<file path="config.mk">
export PLATFORM = sky130hd
export DESIGN_NAME = intDiv
export DESIGN_NICKNAME = d
export VERILOG_FILES = /design/src/hw/divCtrlPkg.sv /design/src/hw/divOpPkg.sv /design/src/hw/divLoad.sv /design/src/hw/divResult.sv /design/src/hw/divSequencer.sv /design/src/hw/divStep.sv /design/src/hw/intDiv.sv
export VERILOG_INCLUDE_DIRS = /design/src /design/src/hw
export SDC_FILE = /design/constraint.sdc
export NUM_CORES = 1
export LEC_CHECK = 0
export BUFFER_PORTS_ARGS = -buffer_cell sky130_fd_sc_hd__buf_2
export CAP_MARGIN = 40
export CORE_MARGIN = 2
export CORE_UTILIZATION = 25
export DETAILED_ROUTE_END_ITERATION = 10
export GPL_TIMING_DRIVEN = 0
export MAX_ROUTING_LAYER = met4
export PLACE_DENSITY = 0.47
export SKIP_LAST_GASP = 1
export SLEW_MARGIN = 25
export SYNTH_ARGS = -nofsm -noshare
export SYNTH_HDL_FRONTEND = slang
export SYNTH_SLANG_ARGS = --single-unit
</file>
<file path="constraint.sdc">
create_clock -name clk -period 10.2 [get_ports clk]
set_input_delay 0.51 -clock clk [delete_from_list [all_inputs] [get_ports clk]]
set_output_delay 0.51 -clock clk [all_outputs]
set_load 0.1 [all_outputs]
</file>
<file path="src/hw/intDiv_settings.svh">
// Width, per-cycle step count, counter width and shift width macros for the integer divider
`ifndef INTDIV_SETTINGS_SVH
`define INTDIV_SETTINGS_SVH

// Operand and result width in bits
`define DIV_WIDTH 32

// Quotient bits resolved in each busy cycle
// This has to divide DIV_WIDTH evenly
`define DIV_COPIES 2

// Width of the duration and step counters
// It has to hold DIV_WIDTH / DIV_COPIES, which is 16 groups here
`define DIV_CNT_LEN 5

// Width of a shift amount of up to DIV_WIDTH bits
// Used for the leading zero count and the early termination shift
`define DIV_SHIFT_LEN 6

`endif

</file>
<file path="src/hw/divCtrlPkg.sv">
// Sequencer state enum for the divider control path
package divCtrlPkg;

  // IDLE waits for a new request with ack low
  // BUSY runs the recurrence, one group of quotient bits per cycle
  // DONE shows the result with ack high until the requester drops req
  typedef enum logic [1:0] {
    IDLE = 2'b00,
    BUSY = 2'b01,
    DONE = 2'b10
  } seqStateT;

  // The fourth encoding is never entered
  // The sequencer falls back to IDLE from it

endpackage

</file>
<file path="src/hw/divOpPkg.sv">
// Divide opcode enum with its signed and remainder decode functions
package divOpPkg;

  // Encoding matches the low two bits of funct3 in the M extension
  typedef enum logic [1:0] {
    DIV  = 2'b00,
    DIVU = 2'b01,
    REM  = 2'b10,
    REMU = 2'b11
  } divOpT;

  // DIV and REM read both operands as two's complement
  function automatic logic isSignedOp(input divOpT op);
    return (op == DIV) || (op == REM);
  endfunction

  // REM and REMU return the remainder rather than the quotient
  function automatic logic isRemOp(input divOpT op);
    return (op == REM) || (op == REMU);
  endfunction

endpackage

</file>
<file path="src/hw/divLoad.sv">
// Operand capture, sign handling, dividend normalization and working registers
`timescale 1ns/1ns
`include "intDiv_settings.svh"

module divLoad (
  input  logic                     clk,
  input  logic                     reset,
  input  logic                     start,
  input  logic                     iterate,
  input  divOpPkg::divOpT          op,
  input  logic [`DIV_WIDTH-1:0]    dividend,
  input  logic [`DIV_WIDTH-1:0]    divisor,
  input  logic [`DIV_WIDTH-1:0]    nextRem,
  input  logic [`DIV_WIDTH-1:0]    nextQuo,
  input  logic [`DIV_WIDTH-1:0]    nextShift,
  output logic [`DIV_WIDTH-1:0]    workRem,
  output logic [`DIV_WIDTH-1:0]    workQuo,
  output logic [`DIV_WIDTH-1:0]    workShift,
  output logic [`DIV_WIDTH-1:0]    absDivisor,
  output logic [`DIV_CNT_LEN-1:0]  duration,
  output logic                     special,
  output divOpPkg::divOpT          opHeld,
  output logic                     negQuo,
  output logic                     negRem,
  output logic [`DIV_WIDTH-1:0]    dividendHeld
);
  import divOpPkg::*;

  logic                      dividendNeg;
  logic                      divisorNeg;
  logic [`DIV_WIDTH-1:0]     absDividendIn;
  logic [`DIV_WIDTH-1:0]     absDivisorIn;
  logic [`DIV_SHIFT_LEN-1:0] leadZeros;
  logic [`DIV_CNT_LEN-1:0]   skipGroups;
  logic [`DIV_SHIFT_LEN-1:0] normShift;
  logic                      divideByZero;
  logic                      signedOverflow;

  ////////////////////////////////////////
  // Request side, combinational
  ////////////////////////////////////////

  // Signs only count for DIV and REM
  assign dividendNeg   = isSignedOp(op) && dividend[`DIV_WIDTH-1];
  assign divisorNeg    = isSignedOp(op) && divisor[`DIV_WIDTH-1];
  assign absDividendIn = dividendNeg ? -dividend : dividend;
  assign absDivisorIn  = divisorNeg ? -divisor : divisor;

  // Leading zeros of the magnitude, the highest set bit wins
  // A zero dividend counts as DIV_WIDTH leading zeros
  always_comb begin
    leadZeros = `DIV_SHIFT_LEN'(`DIV_WIDTH);
    for (int i = 0; i < `DIV_WIDTH; i++) begin
      if (absDividendIn[i]) leadZeros = `DIV_SHIFT_LEN'(`DIV_WIDTH - 1 - i);
    end
  end

  // Whole groups of zeros are skipped, so the shift is rounded down to a group
  assign skipGroups = `DIV_CNT_LEN'(leadZeros / `DIV_COPIES);
  assign normShift  = `DIV_SHIFT_LEN'(skipGroups * `DIV_COPIES);
  assign duration   = `DIV_CNT_LEN'(`DIV_WIDTH / `DIV_COPIES) - skipGroups;

  // Divide by zero, or the most negative value divided by minus one
  assign divideByZero   = (divisor == '0);
  assign signedOverflow = isSignedOp(op) && (dividend == {1'b1, {(`DIV_WIDTH-1){1'b0}}})
                          && (divisor == {`DIV_WIDTH{1'b1}});
  assign special        = divideByZero || signedOverflow;

  ////////////////////////////////////////
  // Held state
  ////////////////////////////////////////

  // Op and sign flags for the result stage
  always_ff @(posedge clk) begin
    if (reset) begin
      opHeld <= DIVU;
      negQuo <= 1'b0;
      negRem <= 1'b0;
    end else if (start) begin
      opHeld <= op;
      negQuo <= dividendNeg ^ divisorNeg;
      negRem <= dividendNeg;
    end
  end

  // Working registers start clear with the normalized dividend in the shift register
  // Each iterate takes the outputs of the last step cell
  always_ff @(posedge clk) begin
    if (start) begin
      workRem      <= '0;
      workQuo      <= '0;
      workShift    <= absDividendIn << normShift;
      absDivisor   <= absDivisorIn;
      dividendHeld <= dividend;
    end else if (iterate) begin
      workRem   <= nextRem;
      workQuo   <= nextQuo;
      workShift <= nextShift;
    end
  end

endmodule

</file>
<file path="src/hw/divResult.sv">
// Result stage applying early shift, sign fixes, op select and special results
`timescale 1ns/1ns
`include "intDiv_settings.svh"

module divResult (
  input  logic [`DIV_WIDTH-1:0]     workRem,
  input  logic [`DIV_WIDTH-1:0]     workQuo,
  input  logic [`DIV_SHIFT_LEN-1:0] earlyShift,
  input  divOpPkg::divOpT           opHeld,
  input  logic                      negQuo,
  input  logic                      negRem,
  input  logic                      special,
  input  logic [`DIV_WIDTH-1:0]     dividendHeld,
  input  logic [`DIV_WIDTH-1:0]     absDivisor,
  output logic [`DIV_WIDTH-1:0]     result
);
  import divOpPkg::*;

  logic [`DIV_WIDTH-1:0] quoFull;
  logic [`DIV_WIDTH-1:0] quoSigned;
  logic [`DIV_WIDTH-1:0] remSigned;
  logic                  divideByZero;

  ////////////////////////////////////////
  // Magnitude to signed result
  ////////////////////////////////////////

  // Steps skipped by early termination would have shifted in zeros
  assign quoFull = workQuo << earlyShift;

  // Quotient is negative when exactly one operand was negative
  assign quoSigned = negQuo ? -quoFull : quoFull;

  // Remainder follows the sign of the dividend
  assign remSigned = negRem ? -workRem : workRem;

  // The held magnitude is zero only for a zero divisor
  // Any other special case is the signed overflow
  assign divideByZero = (absDivisor == '0);

  ////////////////////////////////////////
  // Output select
  ////////////////////////////////////////

  always_comb begin
    if (special && divideByZero) begin
      // Quotient is all ones and the remainder is the dividend
      if (isRemOp(opHeld)) begin
        result = dividendHeld;
      end else begin
        result = {`DIV_WIDTH{1'b1}};
      end
    end else if (special) begin
      // Overflow returns the dividend as quotient with no remainder
      if (isRemOp(opHeld)) begin
        result = '0;
      end else begin
        result = dividendHeld;
      end
    end else begin
      result = isRemOp(opHeld) ? remSigned : quoSigned;
    end
  end

endmodule

</file>
<file path="src/hw/divSequencer.sv">
// Divider control FSM with step counter, early termination and four-phase ack
`timescale 1ns/1ns
`include "intDiv_settings.svh"

module divSequencer (
  input  logic                      clk,
  input  logic                      reset,
  input  logic                      req,
  input  logic [`DIV_CNT_LEN-1:0]   duration,
  input  logic                      special,
  input  logic [`DIV_WIDTH-1:0]     workRem,
  input  logic [`DIV_WIDTH-1:0]     workShift,
  output logic                      start,
  output logic                      iterate,
  output logic                      ack,
  output logic [`DIV_SHIFT_LEN-1:0] earlyShift
);
  import divCtrlPkg::*;

  seqStateT                state;
  logic [`DIV_CNT_LEN-1:0] stepCount;
  logic                    exactDone;

  ////////////////////////////////////////
  // Early termination
  ////////////////////////////////////////

  // With a zero remainder and only zeros left to shift in,
  // every remaining step yields a zero quotient bit
  assign exactDone = (workRem == '0) && (workShift == '0);

  // The skipped steps become a left shift of the quotient
  // After a full run the counter is zero and so is the shift
  assign earlyShift = `DIV_SHIFT_LEN'(stepCount * `DIV_COPIES);

  ////////////////////////////////////////
  // Handshake and step pulses
  ////////////////////////////////////////

  // A request is taken only from IDLE with ack low
  assign start = req && !ack && (state == IDLE);

  // Ack stays high for as long as DONE is held
  assign ack = (state == DONE);

  // No step is taken in the cycle that detects an exact result
  assign iterate = (state == BUSY) && !exactDone;

  always_ff @(posedge clk) begin
    if (reset) begin
      state     <= IDLE;
      stepCount <= '0;
    end else begin
      case (state)
        IDLE: begin
          if (start) begin
            stepCount <= duration;
            // Special cases have a fixed answer and skip the recurrence
            state     <= special ? DONE : BUSY;
          end
        end
        BUSY: begin
          if (exactDone) begin
            state <= DONE;
          end else begin
            stepCount <= stepCount - 1'b1;
            // The last group of quotient bits is resolved in this cycle
            if (stepCount <= 1) state <= DONE;
          end
        end
        DONE: begin
          // Back-pressure holds the result until req falls
          if (!req) state <= IDLE;
        end
        default: state <= IDLE;
      endcase
    end
  end

endmodule

</file>
<file path="src/hw/divStep.sv">
// One restoring radix-2 divide step cell
`timescale 1ns/1ns
`include "intDiv_settings.svh"

module divStep (
  input  logic [`DIV_WIDTH-1:0] remIn,
  input  logic [`DIV_WIDTH-1:0] quoIn,
  input  logic [`DIV_WIDTH-1:0] shiftIn,
  input  logic [`DIV_WIDTH-1:0] absDivisor,
  output logic [`DIV_WIDTH-1:0] remOut,
  output logic [`DIV_WIDTH-1:0] quoOut,
  output logic [`DIV_WIDTH-1:0] shiftOut
);

  logic [`DIV_WIDTH:0]   trial;
  logic [`DIV_WIDTH+1:0] diff;
  logic                  quoBit;

  // Next dividend bit enters the partial remainder from the bottom
  // The remainder is below the divisor, so one extra bit is enough
  assign trial = {remIn, shiftIn[`DIV_WIDTH-1]};

  // Trial subtraction with a sign bit on top
  assign diff = {1'b0, trial} - {2'b00, absDivisor};

  // A non-negative difference means the divisor fits
  assign quoBit = ~diff[`DIV_WIDTH+1];

  // Restore the old value when the divisor did not fit
  // In both cases the kept value is below the divisor and fits the width
  assign remOut = quoBit ? diff[`DIV_WIDTH-1:0] : trial[`DIV_WIDTH-1:0];

  // Quotient bits arrive most significant first
  assign quoOut = {quoIn[`DIV_WIDTH-2:0], quoBit};

  // Move the next dividend bit to the top
  assign shiftOut = {shiftIn[`DIV_WIDTH-2:0], 1'b0};

endmodule

</file>
<file path="src/hw/intDiv.sv">
// Integer divide unit top level with load stage, step chain, sequencer and result stage
`timescale 1ns/1ns
`include "intDiv_settings.svh"

module intDiv (
  input  logic                  clk,
  input  logic                  reset,
  input  logic                  req,
  input  divOpPkg::divOpT       op,
  input  logic [`DIV_WIDTH-1:0] dividend,
  input  logic [`DIV_WIDTH-1:0] divisor,
  output logic                  ack,
  output logic [`DIV_WIDTH-1:0] result
);
  import divOpPkg::*;

  logic                      start;
  logic                      iterate;
  logic                      special;
  logic                      negQuo;
  logic                      negRem;
  divOpT                     opHeld;
  logic [`DIV_CNT_LEN-1:0]   duration;
  logic [`DIV_SHIFT_LEN-1:0] earlyShift;
  logic [`DIV_WIDTH-1:0]     workRem;
  logic [`DIV_WIDTH-1:0]     workQuo;
  logic [`DIV_WIDTH-1:0]     workShift;
  logic [`DIV_WIDTH-1:0]     absDivisor;
  logic [`DIV_WIDTH-1:0]     dividendHeld;

  // Link i feeds step cell i, the last link goes back to the working registers
  logic [`DIV_COPIES:0][`DIV_WIDTH-1:0] chainRem;
  logic [`DIV_COPIES:0][`DIV_WIDTH-1:0] chainQuo;
  logic [`DIV_COPIES:0][`DIV_WIDTH-1:0] chainShift;

  assign chainRem[0]   = workRem;
  assign chainQuo[0]   = workQuo;
  assign chainShift[0] = workShift;

  divLoad uLoad (
    .clk(clk), .reset(reset), .start(start), .iterate(iterate), .op(op),
    .dividend(dividend), .divisor(divisor),
    .nextRem(chainRem[`DIV_COPIES]), .nextQuo(chainQuo[`DIV_COPIES]),
    .nextShift(chainShift[`DIV_COPIES]),
    .workRem(workRem), .workQuo(workQuo), .workShift(workShift),
    .absDivisor(absDivisor), .duration(duration), .special(special),
    .opHeld(opHeld), .negQuo(negQuo), .negRem(negRem), .dividendHeld(dividendHeld)
  );

  // One quotient bit per cell, all cells settle within one cycle
  for (genvar i = 0; i < `DIV_COPIES; i++) begin : stepCell
    divStep uStep (
      .remIn(chainRem[i]), .quoIn(chainQuo[i]), .shiftIn(chainShift[i]),
      .absDivisor(absDivisor),
      .remOut(chainRem[i+1]), .quoOut(chainQuo[i+1]), .shiftOut(chainShift[i+1])
    );
  end

  divSequencer uSequencer (
    .clk(clk), .reset(reset), .req(req), .duration(duration), .special(special),
    .workRem(workRem), .workShift(workShift),
    .start(start), .iterate(iterate), .ack(ack), .earlyShift(earlyShift)
  );

  divResult uResult (
    .workRem(workRem), .workQuo(workQuo), .earlyShift(earlyShift), .opHeld(opHeld),
    .negQuo(negQuo), .negRem(negRem), .special(special),
    .dividendHeld(dividendHeld), .absDivisor(absDivisor), .result(result)
  );

endmodule

</file>
==> metrics.cfg, run 1 <==
[grt]
grt_pass1_wl_um=108300
grt_pass1_vias=16741
grt_max_degree=39
grt_antenna_before_repair=5
grt_overflow_total=0
track_usage=0.2073

[synth]
synthesis.nets=2277
synth_edf_count=96
synthArstFlopShare=0
ys_warn_count=0
synth_top_area_share=0.1653
synth-seq-cells=170
ys_types=107
syn_inst=2133
synth_top_cells_by_count=230 x nand2_1, 147 x nor2_1, 129 x o21ai_0
postSynth.topFlopCell=edfxtp_1
synth_top_area_cell=edfxtp_1
synth_most_common_cell=nand2_1
ys_top_cells_by_area=edfxtp_1 17%, dfxtp_1 8.5%, ha_1 5.2%
synth_area_um2=17440
synth_area_per_cell_um2=8.178
ys_seq_area_frac=0.2502

[timing]
fmax_mhz=127.0
finalMaxSlewViolations=0
fin_worst_skew_ps=15.88
tns_ps=0
hold_violations=0
relSlewSlack=0.3707
post-route-period-util=0.7721
period_needed_ps=7875
max_slew.worst_pin.slew_ps=934.1
grt_setup_unrepaired=no
report.final.setup_viol=0

[clock_tree]
cts_tree=built
numCtsBuffers=17
clockBufferDepth=2
holdBufCountCts=0
postCtsSetupBuffers=0
clkTransAtPathRegs_ps=80
h-tree-depth=4
cts_sinks=170
clkLatencyLatePin_ps=500
cts-root-buf=clkbuf_16
cts_resized=0

[route]
ant_nets=0
post-route-drc-count=0
vias=17609
drtPass1Iterations=5
via_per_inst=5.484
routedWlPerCell_um=22.80
routed_wl_um=73210
first_iter_violations=1594

[power_and_ir_drop]
switching_power_w=0.002046
share_comb_of_total_power=0.598
power_frac_clock=0.161
sw_frac_of_total=0.5039
ir_drop_mv=0.2027
internal-power_w=0.002015
p_total_w=0.004061
leakage_nw=7.755
seqPwrFrac=0.241
power_density_nw_per_um2=205.1

[setup_path]
worstRegToRegCells=28
rr_endpoint=uLoad.workRem[4]$_SDFFE_PP0P_
arrival_ps=8320
reg2reg_slack_ps=2320
max_stage_delay_ps=530
slowest_stage=clkbuf_1
worst_ep_required_time_ps=10640
crit_path_start_kind=flip-flop
r2r_start=uLoad.absDivisor[1]$_DFFE_PP_
crit_fanout=10
crit_start=uLoad.absDivisor[1]$_DFFE_PP_
worstSetupPathType=flip-flop to flip-flop
cp-end-kind=flip-flop

[floorplanning]
fp.dieH_um=268.1
ioPinCount=102
start_util=0.2534
die_w_um=268.1
core_um2=68830
die-area_um2=71900
row_count=96

[layout]
areaGrowthSynthToFinish_pct=13.54
finalNetCount=2407
drive_above_1_share=0.1375

[placed_design]
gp_congestion=0.9919
hpwl_um=59730
port_buffers=101

[hold_path]
min_path_cells=2
worstHoldStart=reset
hold_end=uSequencer.state[1]$_SDFFE_PP0P_
hold_path.class=input port to flip-flop

[run]
max_cap_violations=0

[run_status]
status=finished clean

## registers in the layout, summed over array words and instances, names as in the netlist
name                  cells
uLoad.workShift          32
uLoad.opHeld              1
uSequencer.stepCount      5
uSequencer.state          2
uLoad.negRem              1
uLoad.dividendHeld       32
uLoad.workRem            32
uLoad.workQuo            32
uLoad.absDivisor         32
uLoad.negQuo              1
## per-stage QoR
step	hold WS (ps)	cell area [µm²]	instances	utilization	worst slack, ps
3_3_place_gp	453.4	19110	3165	0.2777	1901
2_1_floorplan	428.8	17440	2133	-	4290
6_report	187.8	19800	3211	0.2877	2325
5_1_grt	183.0	19800	3211	0.2877	1873
3_5_place_dp	449.5	19180	3170	0.2787	2463
4_1_cts	148.7	19740	3202	0.2868	2396
## cells by family after synthesis
| family | after synthesis | share of synthesized area |
|---|---|---|
| buffers and inverters | 211 | 0.05129 |
| AND/OR/NAND/NOR | 759 | 0.2209 |
| flip-flops | 170 | 0.2502 |
| adder cells (fa/ha/maj) | 96 | 0.06671 |
| multiplexers | 136 | 0.09734 |
| XOR/XNOR | 161 | 0.08084 |
| AO/OA/AOI/OAI | 600 | 0.2328 |
## worst max path at each step
stage	endpoint	cells past startpoint
floorplan	uLoad.workRem[20]$_SDFFE_PP0P_	28
global placement	uLoad.workQuo[0]$_SDFFE_PP0P_	27
detailed placement	uLoad.workRem[4]$_SDFFE_PP0P_	28
CTS	uLoad.workRem[4]$_SDFFE_PP0P_	28
global route	uLoad.workRem[4]$_SDFFE_PP0P_	28
finish	uLoad.workRem[4]$_SDFFE_PP0P_	28
## layout by cell type (no fill, tap or decap), drive strengths merged, types with 15 or more instances in the layout
cell    Yosys  routed
and3       20      20
nor3       47      47
buf        47     156
xnor2      91      91
dfxtp      74      74
a211oi     29      29
nand2     232     232
xor2       70      70
nor2b      19      19
nand2b     26      26
or3        20      20
and2       15      15
maj3       21      21
mux4       20      20
nand3     100     100
clkbuf     76      94
a31oi      17      17
nand4      26      26
o21a       19      19
o21ai     157     157
mux2i      59      59
nor2      148     148
edfxtp     96      96
nor4       43      43
ha         73      73
a21o       33      33
o211ai     37      37
o31ai      26      26
inv        87      95
a211o      15      15
mux2       57      57
a21oi     124     124
## area by class of cell
type | count | area [µm²]
diodes | 4 | 10.01
plain buffers | 123 | 566.8
clock buffers | 17 | 425.4
clock inverters | 15 | 135.1
fillers | 7480 | 49020
inverters | 88 | 332.8
multi-input cells | 1752 | 12190
flip-flops and latches | 170 | 4364
well taps | 931 | 1165
repair buffers | 111 | 616.8
## power by group through the flow
stage | clock [W] | sequential [W] | combinational, W
3_3_place_gp | 0 | 0.000995 | 0.00234
4_1_cts | 0.000672 | 0.000977 | 0.00238
5_1_grt | 0.000693 | 0.000991 | 0.00263
6_report | 0.000655 | 0.000978 | 0.00243
3_5_place_dp | 0 | 0.000993 | 0.00237
2_1_floorplan | 0 | 0.000935 | 0.00173
## metal layers
metal / GRT usage / wire, µm / vias to the layer above
met3: 0.02502 / 3962 / 65
met1: 0.2951 / 35730 / 8624
li1: - / - / 8281
met4: 0.06357 / 1807 / 0
met5: - / 0 / -
met2: 0.3040 / 31710 / 639
## critical path, delay by kind of cell, from the launching register on
family / cells / cell delay [ps]
buf+inv: 6 / 1840
simple gates: 5 / 690
flops: 1 / 510
fa+ha+maj: 2 / 590
compound gates: 15 / 4150
Note: power is estimated with default switching activity, not from simulation.
==> run 2: changes to the inputs <==
--- a/config.mk
+++ b/config.mk
@@ -6,6 +6,7 @@
 export SDC_FILE = /design/constraint.sdc
 export NUM_CORES = 1
 export LEC_CHECK = 0
+export ABC_AREA = 1
 export BUFFER_PORTS_ARGS = -buffer_cell sky130_fd_sc_hd__buf_2
 export CAP_MARGIN = 40
 export CORE_MARGIN = 2
@@ -13,7 +14,7 @@
 export DETAILED_ROUTE_END_ITERATION = 10
 export GPL_TIMING_DRIVEN = 0
 export MAX_ROUTING_LAYER = met4
-export PLACE_DENSITY = 0.47
+export PLACE_DENSITY = 0.48
 export SKIP_LAST_GASP = 1
 export SLEW_MARGIN = 25
 export SYNTH_ARGS = -nofsm -noshare
==> constraint.sdc (replaced) <==
create_clock -name clk -period 6.45 [get_ports clk]
set_input_delay 0.3225 -clock clk [delete_from_list [all_inputs] [get_ports clk]]
set_output_delay 0.3225 -clock clk [all_outputs]
set_load 0.1 [all_outputs]
==> run 2 against run 1 <==
Setup slack worse by 1900 ps. Power rose by 85%. Synthesized area is 0.42% lower. Largest cell class unchanged. Sequential power grew 60%. Utilization hardly changed. Register-to-register slack got worse by 1900 ps. Wire length down 1.0%. Via count up 8.7%. First-iteration DRC count increased by 25%. Clock-buffer cell count unchanged.
==> metrics.cfg, run 2 <==
[layout]
fillCellCount=7952  ; was 7480
num_antenna_cells=0  ; was 4
utilization=0.2878  ; was 0.2877
areaGrowthSynthToFinish_pct=13.84  ; was 13.54%
final_common_cell=nand2_1  ; unchanged
finalNetCount=2992  ; was 2407
layout_common_cells=663 x nand2_1, 317 x inv_1, 245 x nand3_1  ; was 230 x nand2_1, 146 x nor2_1, 129 x o21ai_0
seq_area_um2=4364  ; unchanged
multi_input_area_um2=11250  ; was 12190 µm²
layoutNonFillerInstCount=3792  ; was 3211
drive_above_1_share=0.09612  ; was 0.1375

[route]
drtPass1Iterations=6  ; was 5
via_per_inst=5.047  ; was 5.484
routed_wl_um=72440  ; was 73210 µm
post-route-drc-count=0  ; unchanged
first_iter_violations=1994  ; was 1594
ant_nets=0  ; unchanged
vias=19138  ; was 17609
routedWlPerCell_um=19.10  ; was 22.80 µm

[synth]
synth_top_cells_by_count=664 x nand2_1, 317 x inv_1, 246 x nand3_1  ; was 230 x nand2_1, 147 x nor2_1, 129 x o21ai_0
synth-seq-cells=170  ; unchanged
syn_inst=2722  ; was 2133
synth_top_area_cell=edfxtp_1  ; unchanged
ys_warn_count=0  ; unchanged
ys_seq_area_frac=0.2513  ; was 0.2502
synth_edf_count=96  ; unchanged
synth_most_common_cell=nand2_1  ; unchanged
synth_top_area_share=0.1660  ; was 0.1653
ys_types=73  ; was 107
synthArstFlopShare=0  ; unchanged
synth_area_um2=17370  ; was 17440 µm²
synthesis.nets=2866  ; was 2277
ys_top_cells_by_area=edfxtp_1 17%, nand2_1 14%, dfxtp_1 8.5%  ; was edfxtp_1 17%, dfxtp_1 8.5%, ha_1 5.2%
postSynth.topFlopCell=edfxtp_1  ; unchanged
synth_area_per_cell_um2=6.381  ; was 8.178 µm²

[power_and_ir_drop]
p_total_w=0.007523  ; was 0.004061 W
ir_drop_mv=0.4404  ; was 0.2027 mV
leakage_nw=8.642  ; was 7.755 nW
power_density_nw_per_um2=380.5  ; was 205.1 nW/µm²

[setup_path]
crit_buf_inv=5  ; was 6
slowest_stage=edfxtp_1  ; was clkbuf_1
crit_fanout=10  ; unchanged
crit_path_start_kind=flip-flop  ; unchanged
worstSetupPathType=flip-flop to flip-flop  ; unchanged
cp-end-kind=flip-flop  ; unchanged
crit_family=compound AO/OA/AOI/OAI gates  ; unchanged
max_stage_delay_ps=490  ; was 530 ps
worst_ep_required_time_ps=6890  ; was 10640 ps
arrival_ps=6490  ; was 8320 ps
r2r_start=uLoad.absDivisor[2]$_DFFE_PP_  ; was uLoad.absDivisor[1]$_DFFE_PP_
crit_top_cell=nand2_1
crit_start=uLoad.absDivisor[2]$_DFFE_PP_  ; was uLoad.absDivisor[1]$_DFFE_PP_

[clock_tree]
h-tree-depth=4  ; unchanged
clkTransAtPathRegs_ps=70  ; was 80 ps
cts_tree=built  ; unchanged
holdBufCountCts=0  ; unchanged
numCtsBuffers=17  ; unchanged
cts_sinks=170  ; unchanged
clkLatencyLatePin_ps=500  ; about the same
clockBufferDepth=2  ; unchanged
cts-root-buf=clkbuf_16  ; unchanged

[placed_design]
port_buffers=101  ; unchanged
hpwl_um=59530  ; was 59730 µm
dp_cells=3758  ; was 3170
gp_congestion=0.9508  ; was 0.9919

[timing]
max_slew.worst_pin.slew_ps=905.2  ; was 934.1 ps
period_needed_ps=6048  ; was 7875 ps
fin_worst_skew_ps=15.79  ; was 15.88 ps
grt_setup_unrepaired=no  ; unchanged
post-route-period-util=0.9377  ; was 0.7721
fmax_mhz=165.3  ; was 127.0 MHz
tns_ps=0  ; unchanged
relSlewSlack=0.3966  ; was 0.3707
finalMaxSlewViolations=0  ; unchanged
holdWs_ps=43.27  ; was 187.8 ps
hold_violations=0  ; unchanged
report.final.setup_viol=0  ; unchanged

[floorplanning]
start_util=0.2528  ; was 0.2534
core_um2=68710  ; was 68830 µm²
fp.dieH_um=267.6  ; was 268.1 µm
die_w_um=267.6  ; was 268.1 µm
row_count=96  ; unchanged
ioPinCount=102  ; unchanged
die-area_um2=71600  ; was 71900 µm²

[grt]
grt_overflow_total=0  ; unchanged
grt_max_degree=47  ; was 39
grt_pass1_vias=18030  ; was 16741
track_usage=0.2091  ; was 0.2073
grt_antenna_before_repair=1  ; was 5
grt_pass1_wl_um=110200  ; was 108300 µm

[hold_path]
worstHoldStart=dividend[30]  ; was reset
hold_path.class=input port to flip-flop  ; unchanged

[run_status]
status=finished clean  ; unchanged

[run]
max_cap_violations=0  ; unchanged

run 2: path summary, 6_finish.rpt:
kind                                           end  slack (ps)  cells past startpoint
hold reg to reg     uLoad.workQuo[30]$_SDFFE_PP0P_         470                      2
hold / removal    uLoad.dividendHeld[30]$_DFFE_PP_          40                      1
setup reg to reg    uLoad.workRem[31]$_SDFFE_PP0P_         400                     33
setup / recovery    uLoad.workRem[31]$_SDFFE_PP0P_         400                     33
run 2: logic make-up (layout without fill, tap and decap cells):
| kind of cell | after synthesis | after routing | synth area share |
|---|---|---|---|
| flops | 170 | 170 | 0.2513 |
| compound gates | 582 | 582 | 0.1903 |
| fa+ha+maj | 75 | 75 | 0.05489 |
| xor+xnor | 98 | 98 | 0.04985 |
| mux | 7 | 7 | 0.004034 |
| buf+inv | 440 | 579 | 0.1030 |
| simple gates | 1350 | 1350 | 0.3466 |
run 2: repair_timing:
item                       CTS  global route
pin swaps                    0             1
setup endpoints to repair   33            33
setup buffers                0             2
resized for setup            5            16
run 2: power breakdown:
group | internal (W) | switching [W]
Combinational | 0.00134 | 0.00354
Sequential | 0.00138 | 0.000179
Clock | 0.000548 | 0.000541
run 2: layout make-up:
cell class              instances  share of cell area
clock inverters                15            0.007973
repair buffers                107             0.03025
plain buffers                 102             0.02740
well taps                     931             0.05891
inverters                     338             0.06417
multi-input cells            2112              0.5691
clock buffers                  17             0.02151
flip-flops and latches        170              0.2207
run 2: worst reg2reg max path, delay by kind of cell (launching register included):
family / cells / cell delay [ps]
DFF: 1 / 490
adders and majority gates: 2 / 760
and+or+nand+nor: 15 / 1820
AOI/OAI and AO/OA: 11 / 1950
buffers and inverters: 5 / 950
run 2: stage by stage:
step / worst slack, ps / area [µm²]
floorplan: 1697 / 17370
global placement: -482.9 / 19040
detailed placement: -464.0 / 19130
CTS: 3.546 / 19730
global route: 19.89 / 19770
finish: 402.0 / 19770
run 2: layer usage:
metal	share of wire	global-route usage
met5	0	-
met4	0.027	0.06493
met3	0.060	0.02473
met2	0.44	0.3159
met1	0.47	0.2903
==> run 3: changes to the inputs <==
--- a/config.mk
+++ b/config.mk
@@ -10,11 +10,11 @@
 export BUFFER_PORTS_ARGS = -buffer_cell sky130_fd_sc_hd__buf_2
 export CAP_MARGIN = 40
 export CORE_MARGIN = 2
-export CORE_UTILIZATION = 25
+export CORE_UTILIZATION = 35
 export DETAILED_ROUTE_END_ITERATION = 10
 export GPL_TIMING_DRIVEN = 0
 export MAX_ROUTING_LAYER = met4
-export PLACE_DENSITY = 0.48
+export PLACE_DENSITY = 0.58
 export SKIP_LAST_GASP = 1
 export SLEW_MARGIN = 25
 export SYNTH_ARGS = -nofsm -noshare
==> constraint.sdc (replaced) <==
create_clock -name clk -period 6.5 [get_ports clk]
set_input_delay 0.325 -clock clk [delete_from_list [all_inputs] [get_ports clk]]
set_output_delay 0.325 -clock clk [all_outputs]
set_load 0.1 [all_outputs]
==> run 3 against run 2 <==
Maximum frequency is 1.1% lower. Final cell count is 7.1% lower. Non-clock buffer count is 2 lower. Register-to-register slack worse by 20 ps. Final area is 1.9% lower. Clock power is 5% lower. First-iteration DRC count is 2.9% lower. Utilization is 11 points higher. Largest power group unchanged.
==> metrics.cfg, run 3 (synthesis results as in run 2) <==
[run_status]
status=finished clean  ; unchanged

[layout]
num_antenna_cells=0  ; unchanged
utilization=0.3962  ; was 0.2878
finalNetCount=2990  ; was 2992
areaGrowthSynthToFinish_pct=11.66  ; was 13.84%
drive_above_1_share=0.09444  ; was 0.09612
layout_common_cells=664 x nand2_1, 317 x inv_1, 245 x nand3_1  ; was 663 x nand2_1, 317 x inv_1, 245 x nand3_1
final_common_cell=nand2_1  ; unchanged

[floorplanning]
row_count=81  ; was 96
core_um2=48950  ; was 68710 µm²
die_w_um=226.8  ; was 267.6 µm
ioPinCount=102  ; unchanged
die-area_um2=51420  ; was 71600 µm²
fp.dieH_um=226.8  ; was 267.6 µm
start_util=0.3548  ; was 0.2528

[timing]
fmax_mhz=163.5  ; was 165.3 MHz
relSlewSlack=0.3731  ; was 0.3966
period_needed_ps=6117  ; was 6048 ps
max_slew.worst_pin.slew_ps=937.4  ; was 905.2 ps
finalMaxSlewViolations=0  ; unchanged
report.final.setup_viol=0  ; unchanged
fin_worst_skew_ps=16.33  ; was 15.79 ps
post-route-period-util=0.9411  ; was 0.9377
hold_violations=0  ; unchanged

[clock_tree]
clkLatencyLatePin_ps=470  ; was 500 ps
postCtsSetupBuffers=0  ; unchanged
cts_sinks=170  ; unchanged
clockBufferDepth=2  ; unchanged
clkTransAtPathRegs_ps=80  ; was 70 ps
numCtsBuffers=17  ; unchanged
h-tree-depth=4  ; unchanged
cts-root-buf=clkbuf_16  ; unchanged
cts_tree=built  ; unchanged

[setup_path]
r2r_start=uLoad.absDivisor[8]$_DFFE_PP_  ; was uLoad.absDivisor[2]$_DFFE_PP_
cp-end-kind=flip-flop  ; unchanged
worstSetupPathType=flip-flop to flip-flop  ; unchanged
crit_path_start_kind=flip-flop  ; unchanged
slowest_stage=edfxtp_1  ; unchanged
max_stage_delay_ps=510  ; was 490 ps
arrival_ps=6510  ; was 6490 ps
reg2reg_slack_ps=380  ; was 400 ps
worst_ep_required_time_ps=6900  ; was 6890 ps
rr_endpoint=uLoad.workRem[15]$_SDFFE_PP0P_  ; was uLoad.workRem[31]$_SDFFE_PP0P_
crit_fanout=10  ; unchanged
worstRegToRegCells=31  ; was 33

[route]
via_per_inst=5.580  ; was 5.047
ant_nets=0  ; unchanged
post-route-drc-count=0  ; unchanged
first_iter_violations=1937  ; was 1994
drtPass1Iterations=6  ; unchanged
routed_wl_um=73350  ; was 72440 µm
routedWlPerCell_um=20.82  ; was 19.10 µm
vias=19658  ; was 19138

[grt]
grt_max_degree=48  ; was 47
grt_overflow_total=0  ; unchanged
track_usage=0.2939  ; was 0.2091
grt_pass1_vias=18183  ; was 18030
grt_antenna_before_repair=0  ; was 1
grt_pass1_wl_um=110700  ; was 110200 µm

[hold_path]
hold_path.class=input port to flip-flop  ; unchanged
worstHoldStart=reset  ; was dividend[30]
hold_end=uSequencer.stepCount[0]$_SDFFE_PP0P_  ; was uLoad.dividendHeld[30]$_DFFE_PP_
min_path_cells=2  ; was 1

[power_and_ir_drop]
seqPwrFrac=0.209  ; was 0.207
p_total_w=0.007467  ; was 0.007523 W
power_frac_clock=0.140  ; was 0.145
power_density_nw_per_um2=385.0  ; was 380.5 nW/µm²
leakage_nw=8.606  ; was 8.642 nW
ir_drop_mv=0.4235  ; was 0.4404 mV
switching_power_w=0.004250  ; was 0.004262 W
share_comb_of_total_power=0.652  ; was 0.649
sw_frac_of_total=0.5692  ; was 0.5665
internal-power_w=0.003217  ; was 0.003261 W

[placed_design]
gp_congestion=0.9720  ; was 0.9508
port_buffers=101  ; unchanged
hpwl_um=60360  ; was 59530 µm

[run]
max_cap_violations=0  ; unchanged

[run 3: repair_timing]
action,CTS,global route
setup endpoints to repair,33,33
hold buffers,0,0
pin swaps,0,1
gates resized for setup,3,14
[run 3: power groups by stage]
| stage | Sequential [W] | Clock (W) | Combinational, W |
|---|---|---|---|
| 5_1_grt | 0.00157 | 0.00110 | 0.00528 |
| 6_report | 0.00156 | 0.00104 | 0.00486 |
| 2_1_floorplan | 0.00149 | 0 | 0.00346 |
| 3_3_place_gp | 0.00158 | 0 | 0.00469 |
| 3_5_place_dp | 0.00157 | 0 | 0.00472 |
| 4_1_cts | 0.00155 | 0.00106 | 0.00474 |
[run 3: critical path: cells and delay by family (launching register included)]
family                     cells  cell delay (ps)
and+or+nand+nor               14             1900
AOI/OAI and AO/OA              9             1520
buffers and inverters          6             1320
adders and majority gates      2              730
DFF                            1              510
[run 3: stage by stage]
stage               std cells  area, µm²  setup TNS (ps)  setup slack [ps]  hold slack, ps
detailed placement       3491      18780           -4137            -277.5           466.5
finish                   3523      19390               0             383.1           93.84
global route             3523      19390          -80.51            -24.89           79.99
floorplan                2722      17370               0              1747           394.1
global placement         3487      18710           -6957            -406.3           459.9
CTS                      3523      19350               0             35.51           60.18
[run 3: layout make-up]
cell class	count	area, µm²
sequential	170	4364
multi-input combinational	2112	11260
inverter	338	1269
clock buffer	18	429.2
timing repair buffer	105	568.0
tap	664	830.8
fill	5326	29560
buffer	102	536.8
clock inverter	14	137.6
[run 3: metal layers]
layer | vias to the layer above | track usage | wire length (µm)
met2 | 779 | 0.4268 | 31120
met1 | 9299 | 0.4275 | 35200
met3 | 78 | 0.03875 | 5601
met4 | 0 | 0.07173 | 1419
li1 | 9502 | - | -
met5 | - | - | 0
[run 3: worst max path at each step]
stage                                   start  slack (ps)                              to  cells past startpoint
2_1_floorplan  uLoad.absDivisor[21]$_DFFE_PP_        1750  uLoad.workRem[31]$_SDFFE_PP0P_                     31
3_3_place_gp   uLoad.workRem[20]$_SDFFE_PP0P_        -410  uLoad.workRem[20]$_SDFFE_PP0P_                     30
3_5_place_dp   uLoad.workRem[20]$_SDFFE_PP0P_        -280  uLoad.workRem[20]$_SDFFE_PP0P_                     30
4_1_cts        uLoad.workRem[20]$_SDFFE_PP0P_          40  uLoad.workRem[20]$_SDFFE_PP0P_                     30
5_1_grt         uLoad.absDivisor[8]$_DFFE_PP_         -20  uLoad.workRem[20]$_SDFFE_PP0P_                     33
6_report        uLoad.absDivisor[8]$_DFFE_PP_         380  uLoad.workRem[15]$_SDFFE_PP0P_                     31
